**src/common/lc3b_defines.svh**
```systemverilog
`ifndef LC3B_DEFINES_SVH
`define LC3B_DEFINES_SVH

// data memory depth in 16-bit words
`define LC3B_DMEM_WORDS 64

// bubbles inserted between a load and its first consumer
`define LC3B_LOAD_USE_BUBBLES 1

`endif
```
**src/common/lc3b_pkg.sv**
```systemverilog
package lc3b_pkg;

    typedef logic [15:0] lc3b_word;
    typedef logic [2:0]  lc3b_reg;

    // executed opcodes, every other code decodes as a no-op
    typedef enum logic [3:0] {
        op_add = 4'b0001,
        op_and = 4'b0101,
        op_not = 4'b1001,
        op_ldr = 4'b0110,
        op_str = 4'b0111
    } lc3b_opcode;

    // one instruction word, three ways to read it
    typedef union packed {
        struct packed {
            lc3b_opcode opcode;
            lc3b_reg    dest;
            lc3b_reg    sr1;
            logic       steer;
            logic [1:0] pad;
            lc3b_reg    sr2;
        } alu_reg;
        struct packed {
            lc3b_opcode opcode;
            lc3b_reg    dest;
            lc3b_reg    sr1;
            logic       steer;
            logic [4:0] imm5;
        } alu_imm;
        struct packed {
            lc3b_opcode opcode;
            lc3b_reg    src_dest;
            lc3b_reg    base;
            logic [5:0] offset6;
        } mem;
    } lc3b_instr_u;

    typedef enum logic [1:0] {
        alu_add,
        alu_and,
        alu_not,
        alu_pass
    } lc3b_alu_op;

    typedef struct packed {
        logic       regfile_load;
        lc3b_reg    regfile_dest;
        lc3b_reg    regfile_sr1;
        lc3b_reg    regfile_sr2;
        logic       requires_sr1;
        logic       requires_sr2;
        logic       data_memory_access;
        logic       data_memory_write_enable;
        lc3b_alu_op alu_op;
        logic       use_imm;
        lc3b_word   imm;
    } lc3b_control_word;

    typedef enum logic [1:0] {
        forward_pass,
        forward_mem_data,
        forward_wb_data
    } lc3b_forward_mux_sel;

    typedef struct packed {
        logic active;
        logic barrier_if_id_stall;
        logic barrier_id_ex_stall;
        logic barrier_ex_mem_reset;
    } lc3b_pipeline_control_word;

    typedef struct packed {
        logic             valid;
        lc3b_control_word ctrl;
        lc3b_word         sr1_data;
        lc3b_word         sr2_data;
    } lc3b_id_ex_t;

    typedef struct packed {
        logic             valid;
        lc3b_control_word ctrl;
        lc3b_word         alu_result;
        lc3b_word         store_data;
    } lc3b_ex_mem_t;

    typedef struct packed {
        logic             valid;
        lc3b_control_word ctrl;
        lc3b_word         wb_data;
    } lc3b_mem_wb_t;

endpackage

```
**src/rtl/lc3b_pipeline.sv**
```systemverilog
`timescale 1ns/1ps

module lc3b_pipeline (
    input  logic               clk,
    input  logic               rst,
    input  logic               in_valid,
    input  lc3b_pkg::lc3b_word in_instr,
    output logic               in_ready,
    output logic               wb_valid,
    output lc3b_pkg::lc3b_reg  wb_dest,
    output lc3b_pkg::lc3b_word wb_data
);

    lc3b_pkg::lc3b_id_ex_t               id_ex_d;
    lc3b_pkg::lc3b_id_ex_t               id_ex_q;
    lc3b_pkg::lc3b_ex_mem_t              ex_mem_d;
    lc3b_pkg::lc3b_ex_mem_t              ex_mem_q;
    lc3b_pkg::lc3b_mem_wb_t              mem_wb_d;
    lc3b_pkg::lc3b_mem_wb_t              mem_wb_q;
    lc3b_pkg::lc3b_reg                   sr1_idx;
    lc3b_pkg::lc3b_reg                   sr2_idx;
    lc3b_pkg::lc3b_word                  sr1_data;
    lc3b_pkg::lc3b_word                  sr2_data;
    lc3b_pkg::lc3b_word                  mem_fwd_data;
    lc3b_pkg::lc3b_forward_mux_sel       forward_a_sel;
    lc3b_pkg::lc3b_forward_mux_sel       forward_b_sel;
    lc3b_pkg::lc3b_pipeline_control_word pipeline_control;

    // MEM_WB output is both the register write port and the trace
    assign wb_valid = mem_wb_q.valid & mem_wb_q.ctrl.regfile_load;
    assign wb_dest  = mem_wb_q.ctrl.regfile_dest;
    assign wb_data  = mem_wb_q.wb_data;

    decode_stage i_decode_stage (
        .clk      (clk),
        .rst      (rst),
        .in_valid (in_valid),
        .in_instr (in_instr),
        .stall    (pipeline_control.barrier_if_id_stall),
        .held     (id_ex_q),
        .sr1_data (sr1_data),
        .sr2_data (sr2_data),
        .in_ready (in_ready),
        .sr1_idx  (sr1_idx),
        .sr2_idx  (sr2_idx),
        .id_ex    (id_ex_d)
    );

    lc3b_regfile i_lc3b_regfile (
        .clk    (clk),
        .rst    (rst),
        .we     (wb_valid),
        .waddr  (wb_dest),
        .wdata  (wb_data),
        .raddr1 (sr1_idx),
        .raddr2 (sr2_idx),
        .rdata1 (sr1_data),
        .rdata2 (sr2_data)
    );

    // ID_EX hold is done by the decode replay, which refreshes operands
    pipeline_barrier #(.payload_t(lc3b_pkg::lc3b_id_ex_t)) i_barrier_id_ex (
        .clk   (clk),
        .rst   (rst),
        .stall (1'b0),
        .clear (1'b0),
        .d     (id_ex_d),
        .q     (id_ex_q)
    );

    forwarding_controller i_forwarding_controller (
        .id_ex_control            (id_ex_q.ctrl),
        .ex_mem_control           (ex_mem_q.ctrl),
        .mem_wb_control           (mem_wb_q.ctrl),
        .forward_a_sel            (forward_a_sel),
        .forward_b_sel            (forward_b_sel),
        .pipeline_control_request (pipeline_control)
    );

    execute_stage i_execute_stage (
        .id_ex         (id_ex_q),
        .forward_a_sel (forward_a_sel),
        .forward_b_sel (forward_b_sel),
        .mem_fwd_data  (mem_fwd_data),
        .wb_fwd_data   (mem_wb_q.wb_data),
        .ex_mem        (ex_mem_d)
    );

    // load-use bubble enters here
    pipeline_barrier #(.payload_t(lc3b_pkg::lc3b_ex_mem_t)) i_barrier_ex_mem (
        .clk   (clk),
        .rst   (rst),
        .stall (1'b0),
        .clear (pipeline_control.barrier_ex_mem_reset),
        .d     (ex_mem_d),
        .q     (ex_mem_q)
    );

    memory_stage i_memory_stage (
        .clk          (clk),
        .rst          (rst),
        .ex_mem       (ex_mem_q),
        .mem_wb       (mem_wb_d),
        .mem_fwd_data (mem_fwd_data)
    );

    pipeline_barrier #(.payload_t(lc3b_pkg::lc3b_mem_wb_t)) i_barrier_mem_wb (
        .clk   (clk),
        .rst   (rst),
        .stall (1'b0),
        .clear (1'b0),
        .d     (mem_wb_d),
        .q     (mem_wb_q)
    );

endmodule

```
**src/rtl/memory_stage.sv**
```systemverilog
`timescale 1ns/1ps
`include "lc3b_defines.svh"

module memory_stage (
    input  logic                   clk,
    input  logic                   rst,
    input  lc3b_pkg::lc3b_ex_mem_t ex_mem,
    output lc3b_pkg::lc3b_mem_wb_t mem_wb,
    output lc3b_pkg::lc3b_word     mem_fwd_data
);

    localparam int ADDR_BITS = $clog2(`LC3B_DMEM_WORDS);

    lc3b_pkg::lc3b_word   dmem [`LC3B_DMEM_WORDS];
    logic [ADDR_BITS-1:0] index;
    logic                 store;
    logic                 load;
    lc3b_pkg::lc3b_word   wb_value;

    // byte address used as word index, wraps at memory depth
    assign index = ex_mem.alu_result[ADDR_BITS-1:0];
    assign store = ex_mem.valid & ex_mem.ctrl.data_memory_access &
                   ex_mem.ctrl.data_memory_write_enable;
    assign load  = ex_mem.valid & ex_mem.ctrl.data_memory_access &
                   ~ex_mem.ctrl.data_memory_write_enable;

    // write lands on the edge moving the store into MEM_WB
    always_ff @(posedge clk) begin
        if (rst) begin
            for (int i = 0; i < `LC3B_DMEM_WORDS; i++) begin
                dmem[i] <= '0;
            end
        end else if (store) begin
            dmem[index] <= ex_mem.store_data;
        end
    end

    assign wb_value     = load ? dmem[index] : ex_mem.alu_result;
    assign mem_fwd_data = wb_value;

    always_comb begin
        mem_wb.valid   = ex_mem.valid;
        mem_wb.ctrl    = ex_mem.ctrl;
        mem_wb.wb_data = wb_value;
    end

    a_store_no_writeback: assert property (@(posedge clk) disable iff (rst)
        store |-> !ex_mem.ctrl.regfile_load)
        else $error("store decoded with a register write");

endmodule

```
**src/rtl/execute_stage.sv**
```systemverilog
`timescale 1ns/1ps

module execute_stage (
    input  lc3b_pkg::lc3b_id_ex_t         id_ex,
    input  lc3b_pkg::lc3b_forward_mux_sel forward_a_sel,
    input  lc3b_pkg::lc3b_forward_mux_sel forward_b_sel,
    input  lc3b_pkg::lc3b_word            mem_fwd_data,
    input  lc3b_pkg::lc3b_word            wb_fwd_data,
    output lc3b_pkg::lc3b_ex_mem_t        ex_mem
);

    lc3b_pkg::lc3b_word operand_a;
    lc3b_pkg::lc3b_word operand_b;
    lc3b_pkg::lc3b_word alu_b;
    lc3b_pkg::lc3b_word alu_result;

    function automatic lc3b_pkg::lc3b_word forward_mux(
        input lc3b_pkg::lc3b_forward_mux_sel sel,
        input lc3b_pkg::lc3b_word            regfile_value
    );
        case (sel)
            lc3b_pkg::forward_mem_data: return mem_fwd_data;
            lc3b_pkg::forward_wb_data:  return wb_fwd_data;
            default:                    return regfile_value;
        endcase
    endfunction

    assign operand_a = forward_mux(forward_a_sel, id_ex.sr1_data);
    assign operand_b = forward_mux(forward_b_sel, id_ex.sr2_data);

    // immediate replaces sr2 for imm5 forms and address offsets
    assign alu_b = id_ex.ctrl.use_imm ? id_ex.ctrl.imm : operand_b;

    always_comb begin
        case (id_ex.ctrl.alu_op)
            lc3b_pkg::alu_add: alu_result = operand_a + alu_b;
            lc3b_pkg::alu_and: alu_result = operand_a & alu_b;
            lc3b_pkg::alu_not: alu_result = ~operand_a;
            default:           alu_result = alu_b;
        endcase
    end

    always_comb begin
        ex_mem.valid      = id_ex.valid;
        ex_mem.ctrl       = id_ex.ctrl;
        ex_mem.alu_result = alu_result;
        // store data is sr2 after forwarding
        ex_mem.store_data = operand_b;
    end

endmodule

```
**src/rtl/decode_stage.sv**
```systemverilog
`timescale 1ns/1ps
`include "lc3b_defines.svh"

module decode_stage (
    input  logic                  clk,
    input  logic                  rst,
    input  logic                  in_valid,
    input  lc3b_pkg::lc3b_word    in_instr,
    input  logic                  stall,
    input  lc3b_pkg::lc3b_id_ex_t held,
    input  lc3b_pkg::lc3b_word    sr1_data,
    input  lc3b_pkg::lc3b_word    sr2_data,
    output logic                  in_ready,
    output lc3b_pkg::lc3b_reg     sr1_idx,
    output lc3b_pkg::lc3b_reg     sr2_idx,
    output lc3b_pkg::lc3b_id_ex_t id_ex
);

    lc3b_pkg::lc3b_instr_u      instr;
    lc3b_pkg::lc3b_control_word cw;
    logic                       accept;

    assign instr    = in_instr;
    assign in_ready = ~stall;
    assign accept   = in_valid & in_ready;

    always_comb begin
        cw        = '0;
        cw.alu_op = lc3b_pkg::alu_pass;
        case (instr.alu_reg.opcode)
            lc3b_pkg::op_add, lc3b_pkg::op_and: begin
                cw.regfile_load = 1'b1;
                cw.regfile_dest = instr.alu_reg.dest;
                cw.regfile_sr1  = instr.alu_reg.sr1;
                cw.requires_sr1 = 1'b1;
                cw.alu_op       = (instr.alu_reg.opcode == lc3b_pkg::op_add) ?
                                  lc3b_pkg::alu_add : lc3b_pkg::alu_and;
                // steer bit picks imm5 over sr2
                if (instr.alu_imm.steer) begin
                    cw.use_imm = 1'b1;
                    cw.imm     = {{11{instr.alu_imm.imm5[4]}}, instr.alu_imm.imm5};
                end else begin
                    cw.regfile_sr2  = instr.alu_reg.sr2;
                    cw.requires_sr2 = 1'b1;
                end
            end
            lc3b_pkg::op_not: begin
                cw.regfile_load = 1'b1;
                cw.regfile_dest = instr.alu_reg.dest;
                cw.regfile_sr1  = instr.alu_reg.sr1;
                cw.requires_sr1 = 1'b1;
                cw.alu_op       = lc3b_pkg::alu_not;
            end
            lc3b_pkg::op_ldr, lc3b_pkg::op_str: begin
                // address is base plus offset6 scaled to bytes
                cw.regfile_sr1        = instr.mem.base;
                cw.requires_sr1       = 1'b1;
                cw.data_memory_access = 1'b1;
                cw.alu_op             = lc3b_pkg::alu_add;
                cw.use_imm            = 1'b1;
                cw.imm = {{9{instr.mem.offset6[5]}}, instr.mem.offset6, 1'b0};
                if (instr.mem.opcode == lc3b_pkg::op_str) begin
                    cw.data_memory_write_enable = 1'b1;
                    cw.regfile_sr2              = instr.mem.src_dest;
                    cw.requires_sr2             = 1'b1;
                end else begin
                    cw.regfile_load = 1'b1;
                    cw.regfile_dest = instr.mem.src_dest;
                end
            end
            default: begin
                cw.alu_op = lc3b_pkg::alu_pass;
            end
        endcase
        // a bubble clears all control
        if (!accept) begin
            cw = '0;
        end
    end

    // on a load-use stall the held instruction is replayed into ID_EX
    // with freshly read operands, so a write retiring during the stall is seen
    always_comb begin
        if (stall) begin
            sr1_idx = held.ctrl.regfile_sr1;
            sr2_idx = held.ctrl.regfile_sr2;
            id_ex   = held;
        end else begin
            sr1_idx     = cw.regfile_sr1;
            sr2_idx     = cw.regfile_sr2;
            id_ex.valid = accept;
            id_ex.ctrl  = cw;
        end
        id_ex.sr1_data = sr1_data;
        id_ex.sr2_data = sr2_data;
    end

    // a load-use stall lasts exactly the bubble count
    a_stall_length: assert property (@(posedge clk) disable iff (rst)
        $fell(in_ready) |-> (!in_ready)[*`LC3B_LOAD_USE_BUBBLES] ##1 in_ready)
        else $error("in_ready low outside a single load-use stall");

endmodule

```
**src/rtl/forwarding_controller.sv**
```systemverilog
`timescale 1ns/1ps

module forwarding_controller (
    input  lc3b_pkg::lc3b_control_word          id_ex_control,
    input  lc3b_pkg::lc3b_control_word          ex_mem_control,
    input  lc3b_pkg::lc3b_control_word          mem_wb_control,
    output lc3b_pkg::lc3b_forward_mux_sel       forward_a_sel,
    output lc3b_pkg::lc3b_forward_mux_sel       forward_b_sel,
    output lc3b_pkg::lc3b_pipeline_control_word pipeline_control_request
);

    logic ex_mem_to_ex_sr1;
    logic ex_mem_to_ex_sr2;
    logic mem_wb_to_ex_sr1;
    logic mem_wb_to_ex_sr2;
    logic ex_mem_is_load;

    always_comb begin
        // EX_MEM producer matches an EX source
        ex_mem_to_ex_sr1 = ex_mem_control.regfile_load & id_ex_control.requires_sr1 &
                           (id_ex_control.regfile_sr1 == ex_mem_control.regfile_dest);
        ex_mem_to_ex_sr2 = ex_mem_control.regfile_load & id_ex_control.requires_sr2 &
                           (id_ex_control.regfile_sr2 == ex_mem_control.regfile_dest);

        // MEM_WB producer matches
        mem_wb_to_ex_sr1 = mem_wb_control.regfile_load & id_ex_control.requires_sr1 &
                           (id_ex_control.regfile_sr1 == mem_wb_control.regfile_dest);
        mem_wb_to_ex_sr2 = mem_wb_control.regfile_load & id_ex_control.requires_sr2 &
                           (id_ex_control.regfile_sr2 == mem_wb_control.regfile_dest);

        // older producer first, younger one overrides
        forward_a_sel = lc3b_pkg::forward_pass;
        forward_b_sel = lc3b_pkg::forward_pass;
        if (mem_wb_to_ex_sr1) begin
            forward_a_sel = lc3b_pkg::forward_wb_data;
        end
        if (mem_wb_to_ex_sr2) begin
            forward_b_sel = lc3b_pkg::forward_wb_data;
        end
        if (ex_mem_to_ex_sr1) begin
            forward_a_sel = lc3b_pkg::forward_mem_data;
        end
        if (ex_mem_to_ex_sr2) begin
            forward_b_sel = lc3b_pkg::forward_mem_data;
        end

        // load data not ready for EX yet, hold the consumer one cycle
        ex_mem_is_load = ex_mem_control.data_memory_access &
                         ~ex_mem_control.data_memory_write_enable;
        pipeline_control_request = '0;
        if (ex_mem_is_load && (ex_mem_to_ex_sr1 || ex_mem_to_ex_sr2)) begin
            pipeline_control_request.active               = 1'b1;
            pipeline_control_request.barrier_if_id_stall  = 1'b1;
            pipeline_control_request.barrier_id_ex_stall  = 1'b1;
            pipeline_control_request.barrier_ex_mem_reset = 1'b1;
        end
    end

endmodule

```
**src/rtl/pipeline_barrier.sv**
```systemverilog
`timescale 1ns/1ps

module pipeline_barrier #(
    parameter type payload_t = logic
) (
    input  logic     clk,
    input  logic     rst,
    input  logic     stall,
    input  logic     clear,
    input  payload_t d,
    output payload_t q
);

    // cleared payload doubles as a bubble
    // valid and all control bits drop together
    always_ff @(posedge clk) begin
        if (rst || clear) begin
            q <= '0;
        end else if (!stall) begin
            q <= d;
        end
    end

    a_stall_clear_exclusive: assert property (@(posedge clk) disable iff (rst)
        !(stall && clear))
        else $error("barrier asked to hold and clear at once");

endmodule

```
**src/rtl/lc3b_regfile.sv**
```systemverilog
`timescale 1ns/1ps

module lc3b_regfile (
    input  logic               clk,
    input  logic               rst,
    input  logic               we,
    input  lc3b_pkg::lc3b_reg  waddr,
    input  lc3b_pkg::lc3b_word wdata,
    input  lc3b_pkg::lc3b_reg  raddr1,
    input  lc3b_pkg::lc3b_reg  raddr2,
    output lc3b_pkg::lc3b_word rdata1,
    output lc3b_pkg::lc3b_word rdata2
);

    lc3b_pkg::lc3b_word regs [8];

    always_ff @(posedge clk) begin
        if (rst) begin
            for (int i = 0; i < 8; i++) begin
                regs[i] <= '0;
            end
        end else if (we) begin
            regs[waddr] <= wdata;
        end
    end

    // write-to-read bypass
    // an instruction three behind its producer decodes in the writeback cycle
    assign rdata1 = (we && waddr == raddr1) ? wdata : regs[raddr1];
    assign rdata2 = (we && waddr == raddr2) ? wdata : regs[raddr2];

endmodule

```
**config.mk**
```make
export PLATFORM = sky130hd
export DESIGN_NAME = lc3b_pipeline
export DESIGN_NICKNAME = d
export VERILOG_FILES = /design/src/common/lc3b_pkg.sv /design/src/rtl/lc3b_pipeline.sv /design/src/rtl/memory_stage.sv /design/src/rtl/execute_stage.sv /design/src/rtl/decode_stage.sv /design/src/rtl/forwarding_controller.sv /design/src/rtl/pipeline_barrier.sv /design/src/rtl/lc3b_regfile.sv
export VERILOG_INCLUDE_DIRS = /design/src /design/src/common
export SDC_FILE = /design/constraint.sdc
export NUM_CORES = 2
export LEC_CHECK = 0
export BUFFER_PORTS_ARGS = -buffer_cell sky130_fd_sc_hd__buf_4
export CORE_MARGIN = 2
export CORE_UTILIZATION = 44
export CTS_BUF_LIST = sky130_fd_sc_hd__clkbuf_8
export DETAILED_ROUTE_END_ITERATION = 16
export MAX_ROUTING_LAYER = met4
export SYNTH_ARGS = -nofsm -noshare
export SYNTH_HDL_FRONTEND = slang
export SYNTH_SLANG_ARGS = --single-unit
```
**constraint.sdc**
```tcl
create_clock -name clk -period 5.45 [get_ports clk]
set_input_delay 1.635 -clock clk [delete_from_list [all_inputs] [get_ports clk]]
set_output_delay 1.635 -clock clk [all_outputs]
set_load 0.02 [all_outputs]
```
## Yosys cells after proc, flatten, opt, wreduce, memory -nomap -nowiden

Memory sizes are Yosys's and may differ from the RTL's. A register that Yosys moved wholly into a read port is not among the register bits.
Index checks and enable logic that the tools add are counted.

- Register bits after elaboration: 94
- Input port bits: 19
- Memories: 2
- Logic and storage cells: 111
- Bits in writable memories: 1,152

Memories:

| name | depth | width | read ports | clocked after memory_dff | write ports | RTL line | text |
|---|---|---|---|---|---|---|---|
| i_memory_stage.dmem | 64 | 16 | 1 | 1 | 64 | memory_stage.sv:14 | `` lc3b_pkg::lc3b_word dmem [`LC3B_DMEM_WORDS]; `` |
| i_lc3b_regfile.regs | 8 | 16 | 2 | 2 | 8 | lc3b_regfile.sv:15 | `lc3b_pkg::lc3b_word regs [8];` |

- Bitwise logic cells: 18
- Multiplexer cells: 42
- Add/subtract/negate cells: 1
- Reductions and logical operators: 10
- Equal/unequal tests: 15

Operator list:

| cell | count |
|---|---|
| $mux 16 | 4 |
| $pmux 16 s2 | 2 |
| $pmux 16 s3 | 1 |
| $pmux 17 s2 | 1 |
| $mux 33 | 1 |
| $reduce_or 16->1 | 2 |
| $mux 3 | 6 |
| $mux 17 | 1 |
| $add 16x16->16 | 1 |
| $and 16x16->16 | 1 |
| $not 16->16 | 1 |
| $and 1x1->1 | 14 |
| $mux 1 | 14 |
| $pmux 7 s2 | 1 |
| $eq 3x3->1 | 4 |
| $eq 4x3->1 const B | 3 |
| $mux 6 | 2 |
| $mux 2 | 5 |
| $eq 2x1->1 const B | 3 |
| $eq 2x2->1 const B | 3 |
| $pmux 2 s3 | 1 |
| $pmux 3 s2 | 1 |
| $reduce_or 5->1 | 1 |
| $eq 4x1->1 const B | 1 |
| other kinds (9) | 12 |

## Depth between registers and ports, before layout

- Word-level depth: 10
- Mapped depth: 23
- Gate-level depth less buffers: 18

## Modules after synthesis

From an unflattened synthesis, not the netlist that was laid out.

- Cell total of the unflattened synthesis: 4,991
- Area total of the unflattened synthesis: 65,391.5 um2

Modules (own cells, without submodules):

| module | times used | cells an instance | area an instance (um2) | seq. area each (um2) |
|---|---|---|---|---|
| memory_stage | 1 | 3,427 | 47,692.0 | 30,749.5 |
| lc3b_regfile | 1 | 445 | 7,453.4 | 3,843.7 |
| pipeline_barrier at i_barrier_ex_mem ... | 2 | 214 | 2,426.1 | 1,321.3 |
| execute_stage | 1 | 358 | 2,433.6 | 0.0 |
| pipeline_barrier at i_barrier_mem_wb | 1 | 163 | 1,824.2 | 1,001.0 |
| decode_stage | 1 | 141 | 914.6 | 0.0 |
| forwarding_controller | 1 | 27 | 211.5 | 0.0 |
| lc3b_pipeline | 1 | 2 | 10.0 | 0.0 |

## Worst setup path before layout

Ideal clock, no wire load.

- Path type: reg-to-reg
- Start: register i_barrier_ex_mem.q[18] in the netlist's numbering
- End: register i_barrier_ex_mem.q[29] in the netlist's numbering
- Cell stages (with the launch flop): 21
- Clock period less this slack: 4,653 ps
- Path buffers: 4
- Arrival: 4,557 ps
- Setup slack: 797 ps
- Path through: dfxtp_1 -> buf_2 -> buf_2 -> buf_2 -> buf_1 -> mux4_2 -> a221oi_1 -> o22ai_1 -> o41ai_1 -> nand2_1 -> nand2_1 -> o21ai_0 -> ha_1 -> a21o_1 -> a21o_1 -> a21oi_1 -> nor3_1 -> o41a_1 -> o211ai_1 -> o41ai_1 -> a221oi_1

- Longest elaborated chain between the ends: 5

Ends and longest elaborated chain:

| item | RTL line | text |
|---|---|---|
| start, declared | pipeline_barrier.sv:11 | `output payload_t q` |
| start signal, assigned | pipeline_barrier.sv:18 | `q <= '0;` |
| start signal, assigned | pipeline_barrier.sv:20 | `q <= d;` |
| $mux 16 * | memory_stage.sv:38 | `assign wb_value = load ? dmem[index] : ex_mem.alu_result;` |
| $pmux 16 s2 | execute_stage.sv:21 | `case (sel)` |
| $mux 16 | execute_stage.sv:32 | `assign alu_b = id_ex.ctrl.use_imm ? id_ex.ctrl.imm : operand_b;` |
| $add 16x16->16 * | execute_stage.sv:36 | `lc3b_pkg::alu_add: alu_result = operand_a + alu_b;` |
| $pmux 16 s3 * | execute_stage.sv:35 | `case (id_ex.ctrl.alu_op)` |

Every way passes the cells marked *; elsewhere a longest branch is shown, timed or not.
A chain may end at the register's enable or synchronous reset.

## Worst setup path in the final report

- Start: register i_barrier_ex_mem.q[17] in the netlist's numbering
- End: register i_barrier_ex_mem.q[28] in the netlist's numbering

Same word-level chain as after synthesis.

==> qor_table.md <==
| Parameter | Reported | Unit |
|---|---|---|
| Met2 track utilization from global routing | 0.458 | - |
| Share of final-layout standard cells stronger than drive strength 1 | 0.184 | - |
| Starting Density | 0.444 | - |
| Static Leak | 25.0 | nW |
| Highest achievable clock rate | 185 | MHz |
| Critical path class | flop to flop | - |
| Worst max-slew margin expressed relative to the limit | 0.0545 | - |
| Antenna Violating Nets Remaining | 0 | - |
| Detailed placer's ending HPWL | 130000 | um |
| First-pass DRT Iterations | 6 | - |
| Maximum count of clock buffers along a single path | 3 | - |
| CTS buffer count | 212 | - |
| Post-synthesis async set-or-reset flop share | 0 | - |
| Clock-pin slew on the worst setup and hold paths | 0.06 | ns |
| Post-Synthesis Cells | 4842 | - |
| Number of enable-type register cells in the synthesized netlist | 1152 | - |
| Area delta synth->final | 12.2 | % |
| Crit path required time | 6.34 | ns |
| Worst hold slack | 0.446 | ns |
| Yosys warning count | 0 | - |
| Total Wirelength | 205000 | um |
| Via count | 41200 | - |
| Largest net degree at the start of global routing | 67 | - |
| Number of levels the H-tree was split into | 4 | - |
| Root cell of the clock tree | sky130_fd_sc_hd__clkbuf_8 | - |
| CTS tree | done | - |
| Peak supply drop | 264 | uV |
| Class of the most critical hold timing path | flop to flop | - |
| Final critical path time including I/O delays and setup | 5.39 | ns |
| First-pass GRT wire length | 294000 | um |
| Number of global-route vias before repair | 40300 | - |
| Synth cell types | 84 | - |
| CP arrival | 6.28 | ns |
| Highest-utilization routing layer at the global route stage | met2 | - |
| Height of the die | 374 | um |
| Syn Std Cell Area | 0.0601 | mm2 |
| Total clock sinks | 1269 | - |
| Final total negative setup slack | 0 | ns |
| Floorplan row count | 135 | - |
| Net total in the final layout | 4990 | - |
| Setup Skew | 0.0578 | ns |
| Count of endpoints failing hold in the final timing report | 0 | - |
| Multi-input logic area | 0.0215 | mm2 |
| Post-synthesis xor/xnor area fraction | 0.00393 | - |
| Final setup vio count | 0 | - |
| Initial antenna violation count | 6 | - |
| Final Max Tran Viols | 0 | - |
| Result of the run | completed | - |
| Total die area | 0.140 | mm2 |
| Net count after synthesis | 4878 | - |
| Area of the placeable core | 0.135 | mm2 |
| Global routing met3 resource utilization | 0.0544 | - |
| Portion of the post-synthesis area used by sequential elements | 0.615 | - |
| GRT Total Usage | 0.299 | - |
| Chip Width | 374 | um |
| Unrepaired setup endpoints after global routing | false | - |
| Routed wire length per instance | 29.7 | um |
| Flip-flop and latch area | 0.0370 | mm2 |
| Clock latency reported for the late side of the worst-skew pair | 0.98 | ns |
| IO buf count | 39 | - |
| Placer Congestion | 0.964 | - |
| Count of max-cap constraint violations | 0 | - |
| Ratio of routed vias to standard cells | 5.96 | - |
| Startpoint class of the critical path | flop | - |
| Initial detailed-routing violation count | 5165 | - |
| Slew at the pin closest to its max-slew limit | 1.41 | ns |
| Share of synthesized cell area in full adder, half adder and majority cells | 0.00366 | - |
| Max FO, Critical Path | 22 | - |
| Compound-gate portion of the synthesized area | 0.0779 | - |
| Layout fillers | 11800 | - |
| FF+latch count, synth | 1269 | - |
| Cell area power density | 321 | mW/mm2 |
| Critical path endpoint category | flop | - |
| Portion of netlist area occupied by mux cells | 0.0759 | - |
| Grt total ovfl | 0 | - |
| Total I/O pin count | 40 | - |
| Synth Area per Inst | 12.4 | um2 |
| Combinational family with the most area after synthesis | simple AND/OR/NAND/NOR gates | - |
| DRC errors left | 0 | - |
| Ratio of final minimum period to clock period | 0.989 | - |
| Met1 routing resource usage after global routing | 0.394 | - |
| Most used flip-flop cell after synthesis | sky130_fd_sc_hd__edfxtp_1 | - |
| Simple logic cell fraction of the synthesized area | 0.192 | - |
[metal layers]
layer	vias to the layer above	wire length, um	part of all wire
met2	2168	94800	0.46
met5	-	0	0
li1	17800	-	-
met4	0	9030	0.044
met3	434	18500	0.090
met1	20800	83000	0.40
[cell usage in the layout (no fill, tap or decap), types with 98 or more instances in the layout]
master,Yosys,layout
sky130_fd_sc_hd__and2_1,1171,1170
sky130_fd_sc_hd__edfxtp_1,1152,1152
sky130_fd_sc_hd__nand2_1,403,403
sky130_fd_sc_hd__buf_4,21,332
sky130_fd_sc_hd__clkbuf_8,0,217
sky130_fd_sc_hd__nor2_1,217,214
sky130_fd_sc_hd__mux2i_1,118,116
sky130_fd_sc_hd__nand3_1,106,106
sky130_fd_sc_hd__a221oi_1,106,106
sky130_fd_sc_hd__mux2_2,101,101
sky130_fd_sc_hd__mux4_2,98,98
sky130_fd_sc_hd__dfxtp_1,117,98
[area by class of cell]
class	instances	share of cell area
sequential	1269	0.548
antenna	8	0.000297
clock buffer	217	0.0443
inverter	11	0.000631
timing repair buffer	349	0.0421
multi-input combinational	3111	0.318
clock inverter	168	0.0134
tap	1781	0.0330
[what timing repair did]
item,CTS,global route
gates resized for setup,3,11
hold buffers,0,0
endpoints found under the setup margin,2,8
buffers inserted,0,6
cloned,0,1
[cell usage after synthesis, drive strengths merged (5+ instances only)]
cell type / instances / area, um2
o21ai: 78 / 390
buf: 136 / 688
nor3b: 8 / 60.1
o22a: 6 / 52.6
a22oi: 83 / 623
a2111oi: 5 / 43.8
nand2: 403 / 1510
a31o: 7 / 61.3
clkbuf: 316 / 1190
a21oi: 80 / 400
xnor2: 12 / 105
mux2: 101 / 1140
nand2b: 19 / 119
or2: 75 / 469
inv: 9 / 33.8
nand3: 106 / 531
a221o: 15 / 150
nor4: 7 / 71.3
mux4: 98 / 2210
and2: 1173 / 7340
a21o: 7 / 52.6
nor2: 217 / 815
o221ai: 13 / 114
ha: 16 / 200
mux2i: 120 / 1220
dfxtp: 117 / 2340
a221oi: 106 / 928
nand4: 17 / 106
nor3: 26 / 130
o31ai: 21 / 158
xor2: 15 / 131
o21a: 7 / 52.6
edfxtp: 1152 / 34600
a22o: 9 / 78.8
a222oi: 14 / 140
o22ai: 36 / 225
a211o: 8 / 70.1
nor2b: 27 / 169
o2bb2ai: 16 / 140
a31oi: 31 / 194
and3: 11 / 68.8
o2111ai: 17 / 149
o211ai: 17 / 128
a211oi: 29 / 218
and3b: 7 / 61.3
[sequential cells by signal, indices dropped and copies added, names as in the netlist]
name                 flops
i_barrier_ex_mem.q      39
i_barrier_mem_wb.q      21
i_barrier_id_ex.q       57
i_lc3b_regfile.regs    128
i_memory_stage.dmem   1024
[power breakdown]
group          switching (mW)  total [mW]  internal, mW  leakage (nW)
clock                    4.05        8.00          3.94          2.30
combinational            1.67        2.50         0.827          9.81
sequential              0.212        11.1          10.9          12.9
total                    5.93        21.6          15.7          25.0
[through the flow]
step	instances	utilization	instance area, um2	total power [mW]	worst slack (ns)
after global placement	6514	0.468	63400	13.7	-0.164
after global routing	6909	0.498	67400	22.2	0.00898
final	6914	0.498	67500	21.6	0.0577
after floorplan	4842	-	60100	12.5	0.797
after detailed placement	6514	0.468	63400	13.7	-0.153
after CTS	6899	0.497	67300	21.6	0.0745
[cells by family after synthesis]
kind of cell / Yosys count
muxes: 319
DFF: 1269
AOI/OAI and AO/OA: 639
adders and majority gates: 17
xor gates and xnor gates: 27
and+or+nand+nor: 2108
buffers and inverters: 463
[path summary, 6_finish.rpt]
| kind | cells after the start | startpoint | to | slack (ns) |
|---|---|---|---|---|
| worst max-delay path | 19 | i_barrier_ex_mem.q[17]$_SDFF_PP0_ | i_barrier_ex_mem.q[28]$_SDFF_PP0_ | 0.06 |
| worst min-delay path | 2 | i_barrier_id_ex.q[51]$_SDFFE_PP0N_ | i_barrier_id_ex.q[51]$_SDFFE_PP0N_ | 0.45 |
| worst max register to register | 19 | i_barrier_ex_mem.q[17]$_SDFF_PP0_ | i_barrier_ex_mem.q[28]$_SDFF_PP0_ | 0.06 |
| worst min register to register | 2 | i_barrier_id_ex.q[51]$_SDFFE_PP0N_ | i_barrier_id_ex.q[51]$_SDFFE_PP0N_ | 0.45 |
[worst max-delay path: stages, from the launching register on]
cell                       delay, ns
sky130_fd_sc_hd__dfxtp_4        0.62
sky130_fd_sc_hd__clkinv_2       0.37
sky130_fd_sc_hd__buf_4          0.33
sky130_fd_sc_hd__mux2i_1        0.38
sky130_fd_sc_hd__o22ai_1        0.30
sky130_fd_sc_hd__a21oi_1        0.18
sky130_fd_sc_hd__a41oi_1        0.29
sky130_fd_sc_hd__buf_4          0.28
sky130_fd_sc_hd__nor2_1         0.14
sky130_fd_sc_hd__o31ai_1        0.10
sky130_fd_sc_hd__ha_1           0.26
sky130_fd_sc_hd__fa_1           0.47
sky130_fd_sc_hd__a21oi_1        0.23
sky130_fd_sc_hd__o21ai_0        0.11
sky130_fd_sc_hd__a21oi_1        0.29
sky130_fd_sc_hd__o211ai_1       0.21
sky130_fd_sc_hd__a31o_2         0.28
sky130_fd_sc_hd__a21oi_1        0.17
sky130_fd_sc_hd__xor2_1         0.09
sky130_fd_sc_hd__a211oi_1       0.22
No activity file was read; power rests on OpenSTA's default activity.
